**src/rtl/opcodeTable.svh**
```systemverilog
`ifndef OPCODE_TABLE_SVH
`define OPCODE_TABLE_SVH

//////////////////////////////////////////////////
// control store match table, lowest index wins
//////////////////////////////////////////////////
// sel codes: 0 none, 1 reg, 2 rm, 3 imm, 4 mem, 5 pc, 6 stack
// imm codes: 0 none, 1 byte, 2 dword
localparam matchEntry OPCODE_TABLE [NUM_ENTRIES] = '{
  '{8'h50, 3'd0, 1'b0, mkCtrl(5'h00, 3'd1, 3'd6, 2'd0, 7'b0010001, 12'h010)}, // push eAX
  '{8'h53, 3'd0, 1'b0, mkCtrl(5'h00, 3'd1, 3'd6, 2'd0, 7'b0010001, 12'h011)}, // push eBX
  '{8'h58, 3'd0, 1'b0, mkCtrl(5'h00, 3'd6, 3'd1, 2'd0, 7'b0101001, 12'h012)}, // pop eAX
  '{8'h5B, 3'd0, 1'b0, mkCtrl(5'h00, 3'd6, 3'd1, 2'd0, 7'b0101001, 12'h013)}, // pop eBX
  '{8'h74, 3'd0, 1'b0, mkCtrl(5'h07, 3'd5, 3'd5, 2'd1, 7'b0000010, 12'h020)}, // jz rel8
  '{8'h75, 3'd0, 1'b0, mkCtrl(5'h07, 3'd5, 3'd5, 2'd1, 7'b0000010, 12'h021)}, // jnz rel8
  '{8'h7C, 3'd0, 1'b0, mkCtrl(5'h07, 3'd5, 3'd5, 2'd1, 7'b0000010, 12'h022)}, // jl rel8
  '{8'hB8, 3'd0, 1'b0, mkCtrl(5'h00, 3'd3, 3'd1, 2'd2, 7'b0001000, 12'h030)}, // mov eAX, imm32
  '{8'hB0, 3'd0, 1'b0, mkCtrl(5'h00, 3'd3, 3'd1, 2'd1, 7'b0001000, 12'h031)}, // mov AL, imm8
  '{8'h0F, 3'd0, 1'b0, mkCtrl(5'h00, 3'd0, 3'd0, 2'd0, 7'b0000000, 12'h040)}, // two byte escape
  '{8'h80, 3'd0, 1'b1, mkCtrl(5'h01, 3'd3, 3'd2, 2'd1, 7'b1001100, 12'h050)}, // add rm8, imm8
  '{8'h80, 3'd4, 1'b1, mkCtrl(5'h03, 3'd3, 3'd2, 2'd1, 7'b1001100, 12'h051)}, // and rm8, imm8
  '{8'h81, 3'd0, 1'b1, mkCtrl(5'h01, 3'd3, 3'd2, 2'd2, 7'b1001100, 12'h052)}, // add rm, imm32
  '{8'h81, 3'd5, 1'b1, mkCtrl(5'h02, 3'd3, 3'd2, 2'd2, 7'b1001100, 12'h053)}, // sub rm, imm32
  '{8'h83, 3'd7, 1'b1, mkCtrl(5'h04, 3'd3, 3'd2, 2'd1, 7'b1000100, 12'h054)}, // cmp rm, imm8
  '{8'h0F, 3'd0, 1'b0, mkCtrl(5'h00, 3'd0, 3'd0, 2'd0, 7'b0000000, 12'h041)}, // shadowed by 9
  '{8'hFF, 3'd2, 1'b1, mkCtrl(5'h00, 3'd2, 3'd5, 2'd0, 7'b1010011, 12'h060)}, // call rm
  '{8'hFF, 3'd4, 1'b1, mkCtrl(5'h00, 3'd2, 3'd5, 2'd0, 7'b1000010, 12'h061)}, // jmp rm
  '{8'hFF, 3'd6, 1'b1, mkCtrl(5'h00, 3'd2, 3'd6, 2'd0, 7'b1010001, 12'h062)}, // push rm
  '{8'hD1, 3'd4, 1'b1, mkCtrl(5'h05, 3'd2, 3'd2, 2'd0, 7'b1001100, 12'h070)}, // shl rm, 1
  '{8'hD1, 3'd7, 1'b1, mkCtrl(5'h06, 3'd2, 3'd2, 2'd0, 7'b1001100, 12'h071)}, // sar rm, 1
  '{8'hC3, 3'd0, 1'b0, mkCtrl(5'h00, 3'd6, 3'd5, 2'd0, 7'b0100011, 12'h080)}, // ret
  '{8'hE8, 3'd0, 1'b0, mkCtrl(5'h00, 3'd5, 3'd5, 2'd2, 7'b0010011, 12'h081)}, // call rel32
  '{8'hE9, 3'd0, 1'b0, mkCtrl(5'h00, 3'd5, 3'd5, 2'd2, 7'b0000010, 12'h082)}  // jmp rel32
};

`endif

```
**src/rtl/decodePkg.sv**
```systemverilog
`default_nettype none

package decodePkg;

  //////////////////////////////////////////////////
  // sizes
  //////////////////////////////////////////////////
  localparam int NUM_LANES   = 4;  // also the upstream credit count
  localparam int LANE_IDX_W  = $clog2(NUM_LANES);
  localparam int NUM_ENTRIES = 24;
  localparam int ENTRY_IDX_W = 5;
  localparam int CREDIT_W    = 4;

  //////////////////////////////////////////////////
  // payload types
  //////////////////////////////////////////////////
  typedef struct packed {
    logic [7:0] opcode;
    logic [7:0] modrm;
    logic [7:0] seqTag;  // opaque, travels with the instruction
  } instrBytes;

  typedef struct packed {
    logic [4:0]  aluOp;
    logic [2:0]  srcSel;
    logic [2:0]  dstSel;
    logic [1:0]  immSize;
    logic        hasModrm;
    logic        memRead;
    logic        memWrite;
    logic        regWrite;
    logic        flagsWrite;
    logic        isBranch;
    logic        isStack;
    logic [11:0] uopId;
  } ctrlWord;

  typedef struct packed {
    logic [7:0] opcode;
    logic [2:0] regField;
    logic       useReg;  // compare modrm[5:3] as well
    ctrlWord    ctrl;
  } matchEntry;

  typedef struct packed {
    logic [7:0]             seqTag;
    logic                   illegal;
    logic [ENTRY_IDX_W-1:0] entryIdx;
    ctrlWord                ctrl;
    logic [7:0]             opcode;
    logic [2:0]             regField;
  } decodeResult;

  // flags go hasModrm, memRead, memWrite, regWrite, flagsWrite, isBranch, isStack
  function automatic ctrlWord mkCtrl(
    input logic [4:0]  aluOp,
    input logic [2:0]  srcSel,
    input logic [2:0]  dstSel,
    input logic [1:0]  immSize,
    input logic [6:0]  flags,
    input logic [11:0] uopId
  );
    return {aluOp, srcSel, dstSel, immSize, flags, uopId};
  endfunction

  `include "opcodeTable.svh"

endpackage

`default_nettype wire

```
**src/rtl/decodeLane.sv**
```systemverilog
`default_nettype none

module decodeLane (
  input  logic                   clk,
  input  logic                   reset,
  input  logic                   load,
  input  decodePkg::instrBytes   instr,
  input  logic                   drain,
  output logic                   full,
  output decodePkg::decodeResult result
);
  import decodePkg::*;

  decodeResult matchResult;

  opcodeMatch opcodeMatch_inst (
    .instr  (instr),
    .result (matchResult)
  );

  //////////////////////////////////////////////////
  // slot occupancy
  //////////////////////////////////////////////////
  // dispatch only loads a free lane, so load and drain never meet here
  always_ff @(posedge clk) begin
    if (reset) begin
      full <= 1'b0;
    end else if (load) begin
      full <= 1'b1;
    end else if (drain) begin
      full <= 1'b0;
    end
  end

  // decoded word is held until the collector takes it
  always_ff @(posedge clk) begin
    if (load) begin
      result <= matchResult;
    end
  end

endmodule

`default_nettype wire

```
**src/rtl/instrDecoder.sv**
```systemverilog
`default_nettype none

module instrDecoder (
  input  logic                   clk,
  input  logic                   reset,
  input  decodePkg::instrBytes   inInstr,
  input  logic                   inValid,
  output logic                   inCredit,
  output decodePkg::decodeResult outResult,
  output logic                   outValid,
  input  logic                   outCredit
);
  import decodePkg::*;

  logic [NUM_LANES-1:0] laneLoad;
  logic [NUM_LANES-1:0] laneFull;
  logic [NUM_LANES-1:0] laneDrain;
  instrBytes            laneInstr;
  decodeResult          laneResult [NUM_LANES];

  //////////////////////////////////////////////////
  // dispatch
  //////////////////////////////////////////////////
  laneDispatch laneDispatch_inst (
    .clk       (clk),
    .reset     (reset),
    .inInstr   (inInstr),
    .inValid   (inValid),
    .laneLoad  (laneLoad),
    .laneInstr (laneInstr)
  );

  //////////////////////////////////////////////////
  // decode lanes, one per in-flight slot
  //////////////////////////////////////////////////
  for (genvar g = 0; g < NUM_LANES; g++) begin : genLane
    decodeLane decodeLane_inst (
      .clk    (clk),
      .reset  (reset),
      .load   (laneLoad[g]),
      .instr  (laneInstr),
      .drain  (laneDrain[g]),
      .full   (laneFull[g]),
      .result (laneResult[g])
    );
  end

  //////////////////////////////////////////////////
  // in-order collection
  //////////////////////////////////////////////////
  resultCollector resultCollector_inst (
    .clk        (clk),
    .reset      (reset),
    .laneFull   (laneFull),
    .laneResult (laneResult),
    .outCredit  (outCredit),
    .laneDrain  (laneDrain),
    .outResult  (outResult),
    .outValid   (outValid),
    .inCredit   (inCredit)
  );

endmodule

`default_nettype wire

```
**src/rtl/laneDispatch.sv**
```systemverilog
`default_nettype none

module laneDispatch (
  input  logic                             clk,
  input  logic                             reset,
  input  decodePkg::instrBytes             inInstr,
  input  logic                             inValid,
  output logic [decodePkg::NUM_LANES-1:0]  laneLoad,
  output decodePkg::instrBytes             laneInstr
);
  import decodePkg::*;

  logic [LANE_IDX_W-1:0] wrPtr;

  //////////////////////////////////////////////////
  // round robin write pointer
  //////////////////////////////////////////////////
  always_ff @(posedge clk) begin
    if (reset) begin
      wrPtr <= '0;
    end else if (inValid) begin
      wrPtr <= wrPtr + 1'b1;  // wraps, lane count is a power of two
    end
  end

  // upstream credits keep the pointed lane free
  assign laneLoad  = inValid ? (NUM_LANES'(1) << wrPtr) : '0;
  assign laneInstr = inInstr;  // shared by all lanes, only the loaded one captures

endmodule

`default_nettype wire

```
**src/rtl/opcodeMatch.sv**
```systemverilog
`default_nettype none

module opcodeMatch (
  input  decodePkg::instrBytes   instr,
  output decodePkg::decodeResult result
);
  import decodePkg::*;

  logic [NUM_ENTRIES-1:0] hit;
  logic [2:0]             regField;
  logic                   anyHit;
  logic [ENTRY_IDX_W-1:0] hitIdx;
  ctrlWord                selCtrl;

  assign regField = instr.modrm[5:3];  // reg field of ModRM

  //////////////////////////////////////////////////
  // one comparator per table entry
  //////////////////////////////////////////////////
  for (genvar e = 0; e < NUM_ENTRIES; e++) begin : genHit
    assign hit[e] = (instr.opcode == OPCODE_TABLE[e].opcode) &&
                    (!OPCODE_TABLE[e].useReg || (OPCODE_TABLE[e].regField == regField));
  end

  //////////////////////////////////////////////////
  // priority select, lowest index wins
  //////////////////////////////////////////////////
  always_comb begin
    anyHit  = 1'b0;
    hitIdx  = '1;
    selCtrl = '0;
    // walk downward so the lowest hit is written last
    for (int i = NUM_ENTRIES - 1; i >= 0; i--) begin
      if (hit[i]) begin
        anyHit  = 1'b1;
        hitIdx  = ENTRY_IDX_W'(i);
        selCtrl = OPCODE_TABLE[i].ctrl;
      end
    end
  end

  always_comb begin
    result.seqTag   = instr.seqTag;
    result.illegal  = !anyHit;
    result.entryIdx = hitIdx;   // all ones when nothing hits
    result.ctrl     = selCtrl;  // zero when nothing hits
    result.opcode   = instr.opcode;
    result.regField = regField;
  end

endmodule

`default_nettype wire

```
**src/rtl/resultCollector.sv**
```systemverilog
`default_nettype none

module resultCollector (
  input  logic                            clk,
  input  logic                            reset,
  input  logic [decodePkg::NUM_LANES-1:0] laneFull,
  input  decodePkg::decodeResult          laneResult [decodePkg::NUM_LANES],
  input  logic                            outCredit,
  output logic [decodePkg::NUM_LANES-1:0] laneDrain,
  output decodePkg::decodeResult          outResult,
  output logic                            outValid,
  output logic                            inCredit
);
  import decodePkg::*;

  logic [LANE_IDX_W-1:0] rdPtr;
  logic [CREDIT_W-1:0]   creditCnt;
  logic                  send;

  //////////////////////////////////////////////////
  // drain decision
  //////////////////////////////////////////////////
  assign send      = laneFull[rdPtr] && (creditCnt != '0);
  assign laneDrain = send ? (NUM_LANES'(1) << rdPtr) : '0;

  // read pointer follows the dispatch order, keeping results in program order
  always_ff @(posedge clk) begin
    if (reset) begin
      rdPtr <= '0;
    end else if (send) begin
      rdPtr <= rdPtr + 1'b1;
    end
  end

  //////////////////////////////////////////////////
  // downstream credits
  //////////////////////////////////////////////////
  // grant and spend can land in the same cycle
  always_ff @(posedge clk) begin
    if (reset) begin
      creditCnt <= '0;
    end else begin
      creditCnt <= creditCnt + CREDIT_W'(outCredit) - CREDIT_W'(send);
    end
  end

  //////////////////////////////////////////////////
  // output stage
  //////////////////////////////////////////////////
  always_ff @(posedge clk) begin
    if (reset) begin
      outValid <= 1'b0;
      inCredit <= 1'b0;
    end else begin
      outValid <= send;
      inCredit <= send;  // freed lane goes back upstream
    end
  end

  always_ff @(posedge clk) begin
    if (send) begin
      outResult <= laneResult[rdPtr];
    end
  end

endmodule

`default_nettype wire

```
**config.mk**
```make
export PLATFORM = sky130hd
export DESIGN_NAME = instrDecoder
export DESIGN_NICKNAME = d
export VERILOG_FILES = /design/src/rtl/decodePkg.sv /design/src/rtl/decodeLane.sv /design/src/rtl/instrDecoder.sv /design/src/rtl/laneDispatch.sv /design/src/rtl/opcodeMatch.sv /design/src/rtl/resultCollector.sv
export VERILOG_INCLUDE_DIRS = /design/src /design/src/rtl
export SDC_FILE = /design/constraint.sdc
export NUM_CORES = 1
export LEC_CHECK = 0
export ABC_AREA = 1
export BUFFER_PORTS_ARGS = -buffer_cell sky130_fd_sc_hd__clkbuf_2
export CORE_MARGIN = 1.5
export CORE_UTILIZATION = 45
export CTS_CLUSTER_DIAMETER = 60
export DETAILED_ROUTE_END_ITERATION = 6
export GPL_TIMING_DRIVEN = 0
export PLACE_DENSITY = 0.69
export SLEW_MARGIN = 20
export SYNTH_ARGS = -nofsm -noshare
export SYNTH_HDL_FRONTEND = slang
export SYNTH_SLANG_ARGS = --single-unit
export TNS_END_PERCENT = 5
```
**constraint.sdc**
```tcl
create_clock -name clk -period 4.31 [get_ports clk]
set_input_delay 0.6465 -clock clk [delete_from_list [all_inputs] [get_ports clk]]
set_output_delay 0.6465 -clock clk [all_outputs]
set_load 0.02 [all_outputs]
```
==> flow_summary.toml <==
[timing]
final.min_clock_period_ps = 3160
worst_pin_slew_ps = 824
final.setup.worst_slack_ps = 1150
fin_setup_tns_ps = 0
skew_ps = 15.2
relSlewSlack_pct = 44.9
rsz0062_at_grt = "no"
setup_violations = 0
fmax_ghz = 0.316
min_period_over_period_pct = 73.4
drv_slew = 0
final_hold_viol_count = 0

[drt]
vias = 6526
ant_nets = 0
dr.pass1.iters = 5
viasPerCell = 5.22
routed_wl_um = 22300
wl_per_cell_um = 17.8
first_iter_violations = 622
drc_errors = 0

[clock_tree]
h-tree-depth = 1
cts_setup_buffers = 0
cts_root_buf = "clkbuf_16"
cts_made_buffers = 26
cts_sinks = 263
hold_buffers = 0
clk_pin_slew_ps = 60
cts_buffer_depth = 3
cts_tree = "yes"
ctsResizeCount = 0
clk_latency_ps = 530

[synth]
synthDistinctLibCells = 37
syn-cell-area_um2 = 10500
yosysTopAreaCellShare_pct = 71.3
synth.ff_latch_count = 263
synthArstFlopShare_pct = 0
syn_inst = 807
avgSynthCellArea_um2 = 13.1
yosys.area.top_type = "edfxtp_1"
synth_seq_area_share_pct = 73.7
ys.warnings.count = 0
synth_area_leaders = "edfxtp_1 (71%), o21ai_0 (5.0%), nor2_1 (5.0%)"
synth_ff_type = "edfxtp_1"
synth_edf_count = 250

[power]
p_comb_share_pct = 24.7
switching_share_pct = 31.6
clockPowerShare_pct = 28.8
leakagePower_nw = 4.52
power_density_nw_per_um2 = 590
power.internal_mw = 4.91
ir_drop_uv = 300
p_sw_mw = 2.26
pwr-share-seq_pct = 46.5

[cells_and_area]
antenna_cells = 0
finish.net_count = 958
drive_gt1_share_pct = 18.4
area_growth_pct = 15.5

[die]
chipWidth_um = 156
die_h_um = 156
coreArea_um2 = 22800
start_util_pct = 46.3
ios = 87
placementRows = 55
dieArea_um2 = 24300

[critical_path]
ff2ff_path_depth = 12
cpPeakStageDelay_ps = 550
worstSetupEndpointType = "flip-flop"
cp_common_cell = "inv_1"
cpLargestDelayFamily = "buffers and inverters"
cp_num_cells = 12
critical_path_required_ps = 4710
cp.arrival_ps = 3570
cp_num_buf_inv = 4
startpoint_type = "flip-flop"
crit_fanout = 55
criticalPathCategory = "reg2reg"
cpMaxStageDelayCell = "inv_4"
path_cells = "inv_1 > o21ai_0 > o22ai_1 > nand2_2 > inv_4 > ha_1 > inv_1 > ha_1 > inv_1 > fa_1 > xor2_1 > nor2_1"

[grt]
grt_max_degree = 56
antenna_found_initial = 0
grt_pass1_vias = 6231
grt_overflow_total = 0
grt_pass1_wl_um = 34500
track_usage_pct = 18.6

[placement]
place_congestion = 0.899
preCtsSetupSlack_ps = 1150
port_buffers = 73
dpl.hpwl_um = 13800

[hold_path]
holdPathStages = 1
min_path_type = "in2reg"

[status]
status = "finished, final reports clean"

[job]
max_cap_violations = 0
-- per-stage QoR --
stage	instances	hold slack, ps	utilization (%)	area (um^2)	power [mW]
3_5_place_dp	1201	449	50.0	11400	5.18
3_3_place_gp	1199	450	49.7	11300	5.13
2_1_floorplan	813	436	-	10600	4.52
6_report	1249	341	53.4	12200	7.17
4_1_cts	1249	327	53.4	12200	7.24
5_1_grt	1249	331	53.4	12200	7.54
-- placed cells by master (no fill, tap or decap), types with 2 or more instances in the layout --
master,instances
conb_1,7
o21ai_0,106
ha_1,13
inv_4,5
nor2_2,8
nand4_1,12
nor2_4,3
o22ai_1,51
clkbuf_2,73
nand2_2,8
buf_4,9
edfxtp_1,250
nand2_1,51
clkinv_1,5
inv_2,7
buf_16,2
clkbuf_8,2
dfxtp_1,13
clkinv_2,5
nor2_1,140
nand3_1,23
clkbuf_1,36
clkbuf_16,27
nor3_1,3
inv_1,39
a21oi_1,8
nor3_2,2
buf_2,6
nand3_2,6
nand2_4,2
-- cell families after synthesis --
logic type               synth area share [%]
adder cells (fa/ha/maj)                  1.73
other                                  0.0356
flip-flops                               73.7
AND/OR/NAND/NOR                          11.8
XOR/XNOR                                0.166
AO/OA/AOI/OAI                            8.87
buffers and inverters                    3.71
-- registers in the layout (all words and copies together) (netlist names) --
signal and cells:
genLane.decodeLane_inst.full 4, genLane.decodeLane_inst.result 200, resultCollector_inst.outValid 1, resultCollector_inst.rdPtr 2, resultCollector_inst.creditCnt 4, laneDispatch_inst.wrPtr 2, resultCollector_inst.outResult 50
-- cell usage after synthesis, types with 8 or more instances --
cell / number
a21oi_1: 8
buf_4: 9
clkbuf_1: 27
dfxtp_1: 13
edfxtp_1: 250
ha_1: 13
inv_1: 43
inv_2: 8
nand2_1: 51
nand2_2: 8
nand3_1: 23
nand4_1: 12
nor2_1: 140
nor2_2: 8
o21ai_0: 106
o22ai_1: 51
-- power groups by stage --
stage | clock network, mW | logic, mW | registers (mW)
6_report | 2.07 | 1.77 | 3.34
5_1_grt | 2.22 | 1.96 | 3.36
4_1_cts | 2.10 | 1.80 | 3.34
3_5_place_dp | 0 | 1.79 | 3.39
3_3_place_gp | 0 | 1.73 | 3.40
2_1_floorplan | 0 | 0.910 | 3.61
-- final timing paths --
check | from | end | slack (ps)
setup reg to reg | resultCollector_inst.rdPtr[1]$_SDFFE_PP0P_ | resultCollector_inst.creditCnt[2]$_SDFF_PP0_ | 1150
hold / removal | inInstr[2] | genLane[3].decodeLane_inst.result[51]$_DFFE_PP_ | 340
hold reg to reg | genLane[2].decodeLane_inst.full$_SDFFE_PP0P_ | genLane[2].decodeLane_inst.full$_SDFFE_PP0P_ | 470
setup / recovery | resultCollector_inst.rdPtr[1]$_SDFFE_PP0P_ | resultCollector_inst.creditCnt[2]$_SDFF_PP0_ | 1150
-- final cells by class --
type	count	area, um^2
Clock buffer	38	737
Timing Repair Buffer	75	420
Multi-Input combinational cell	457	2400
Buffer	42	199
Clock inverter	10	43.8
Inverter	51	204
Tap cell	313	392
Fill cell	1853	10600
Sequential cell	263	7770
-- routing by layer --
| metal | up-vias | GRT usage [%] | routed length (um) |
|---|---|---|---|
| met5 | - | 0 | 0 |
| li1 | 3120 | - | - |
| met2 | 246 | 30.5 | 10800 |
| met3 | 39 | 2.94 | 1490 |
| met1 | 3121 | 25.7 | 9560 |
| met4 | 0 | 5.99 | 458 |
No activity file was read; power rests on OpenSTA's default activity.
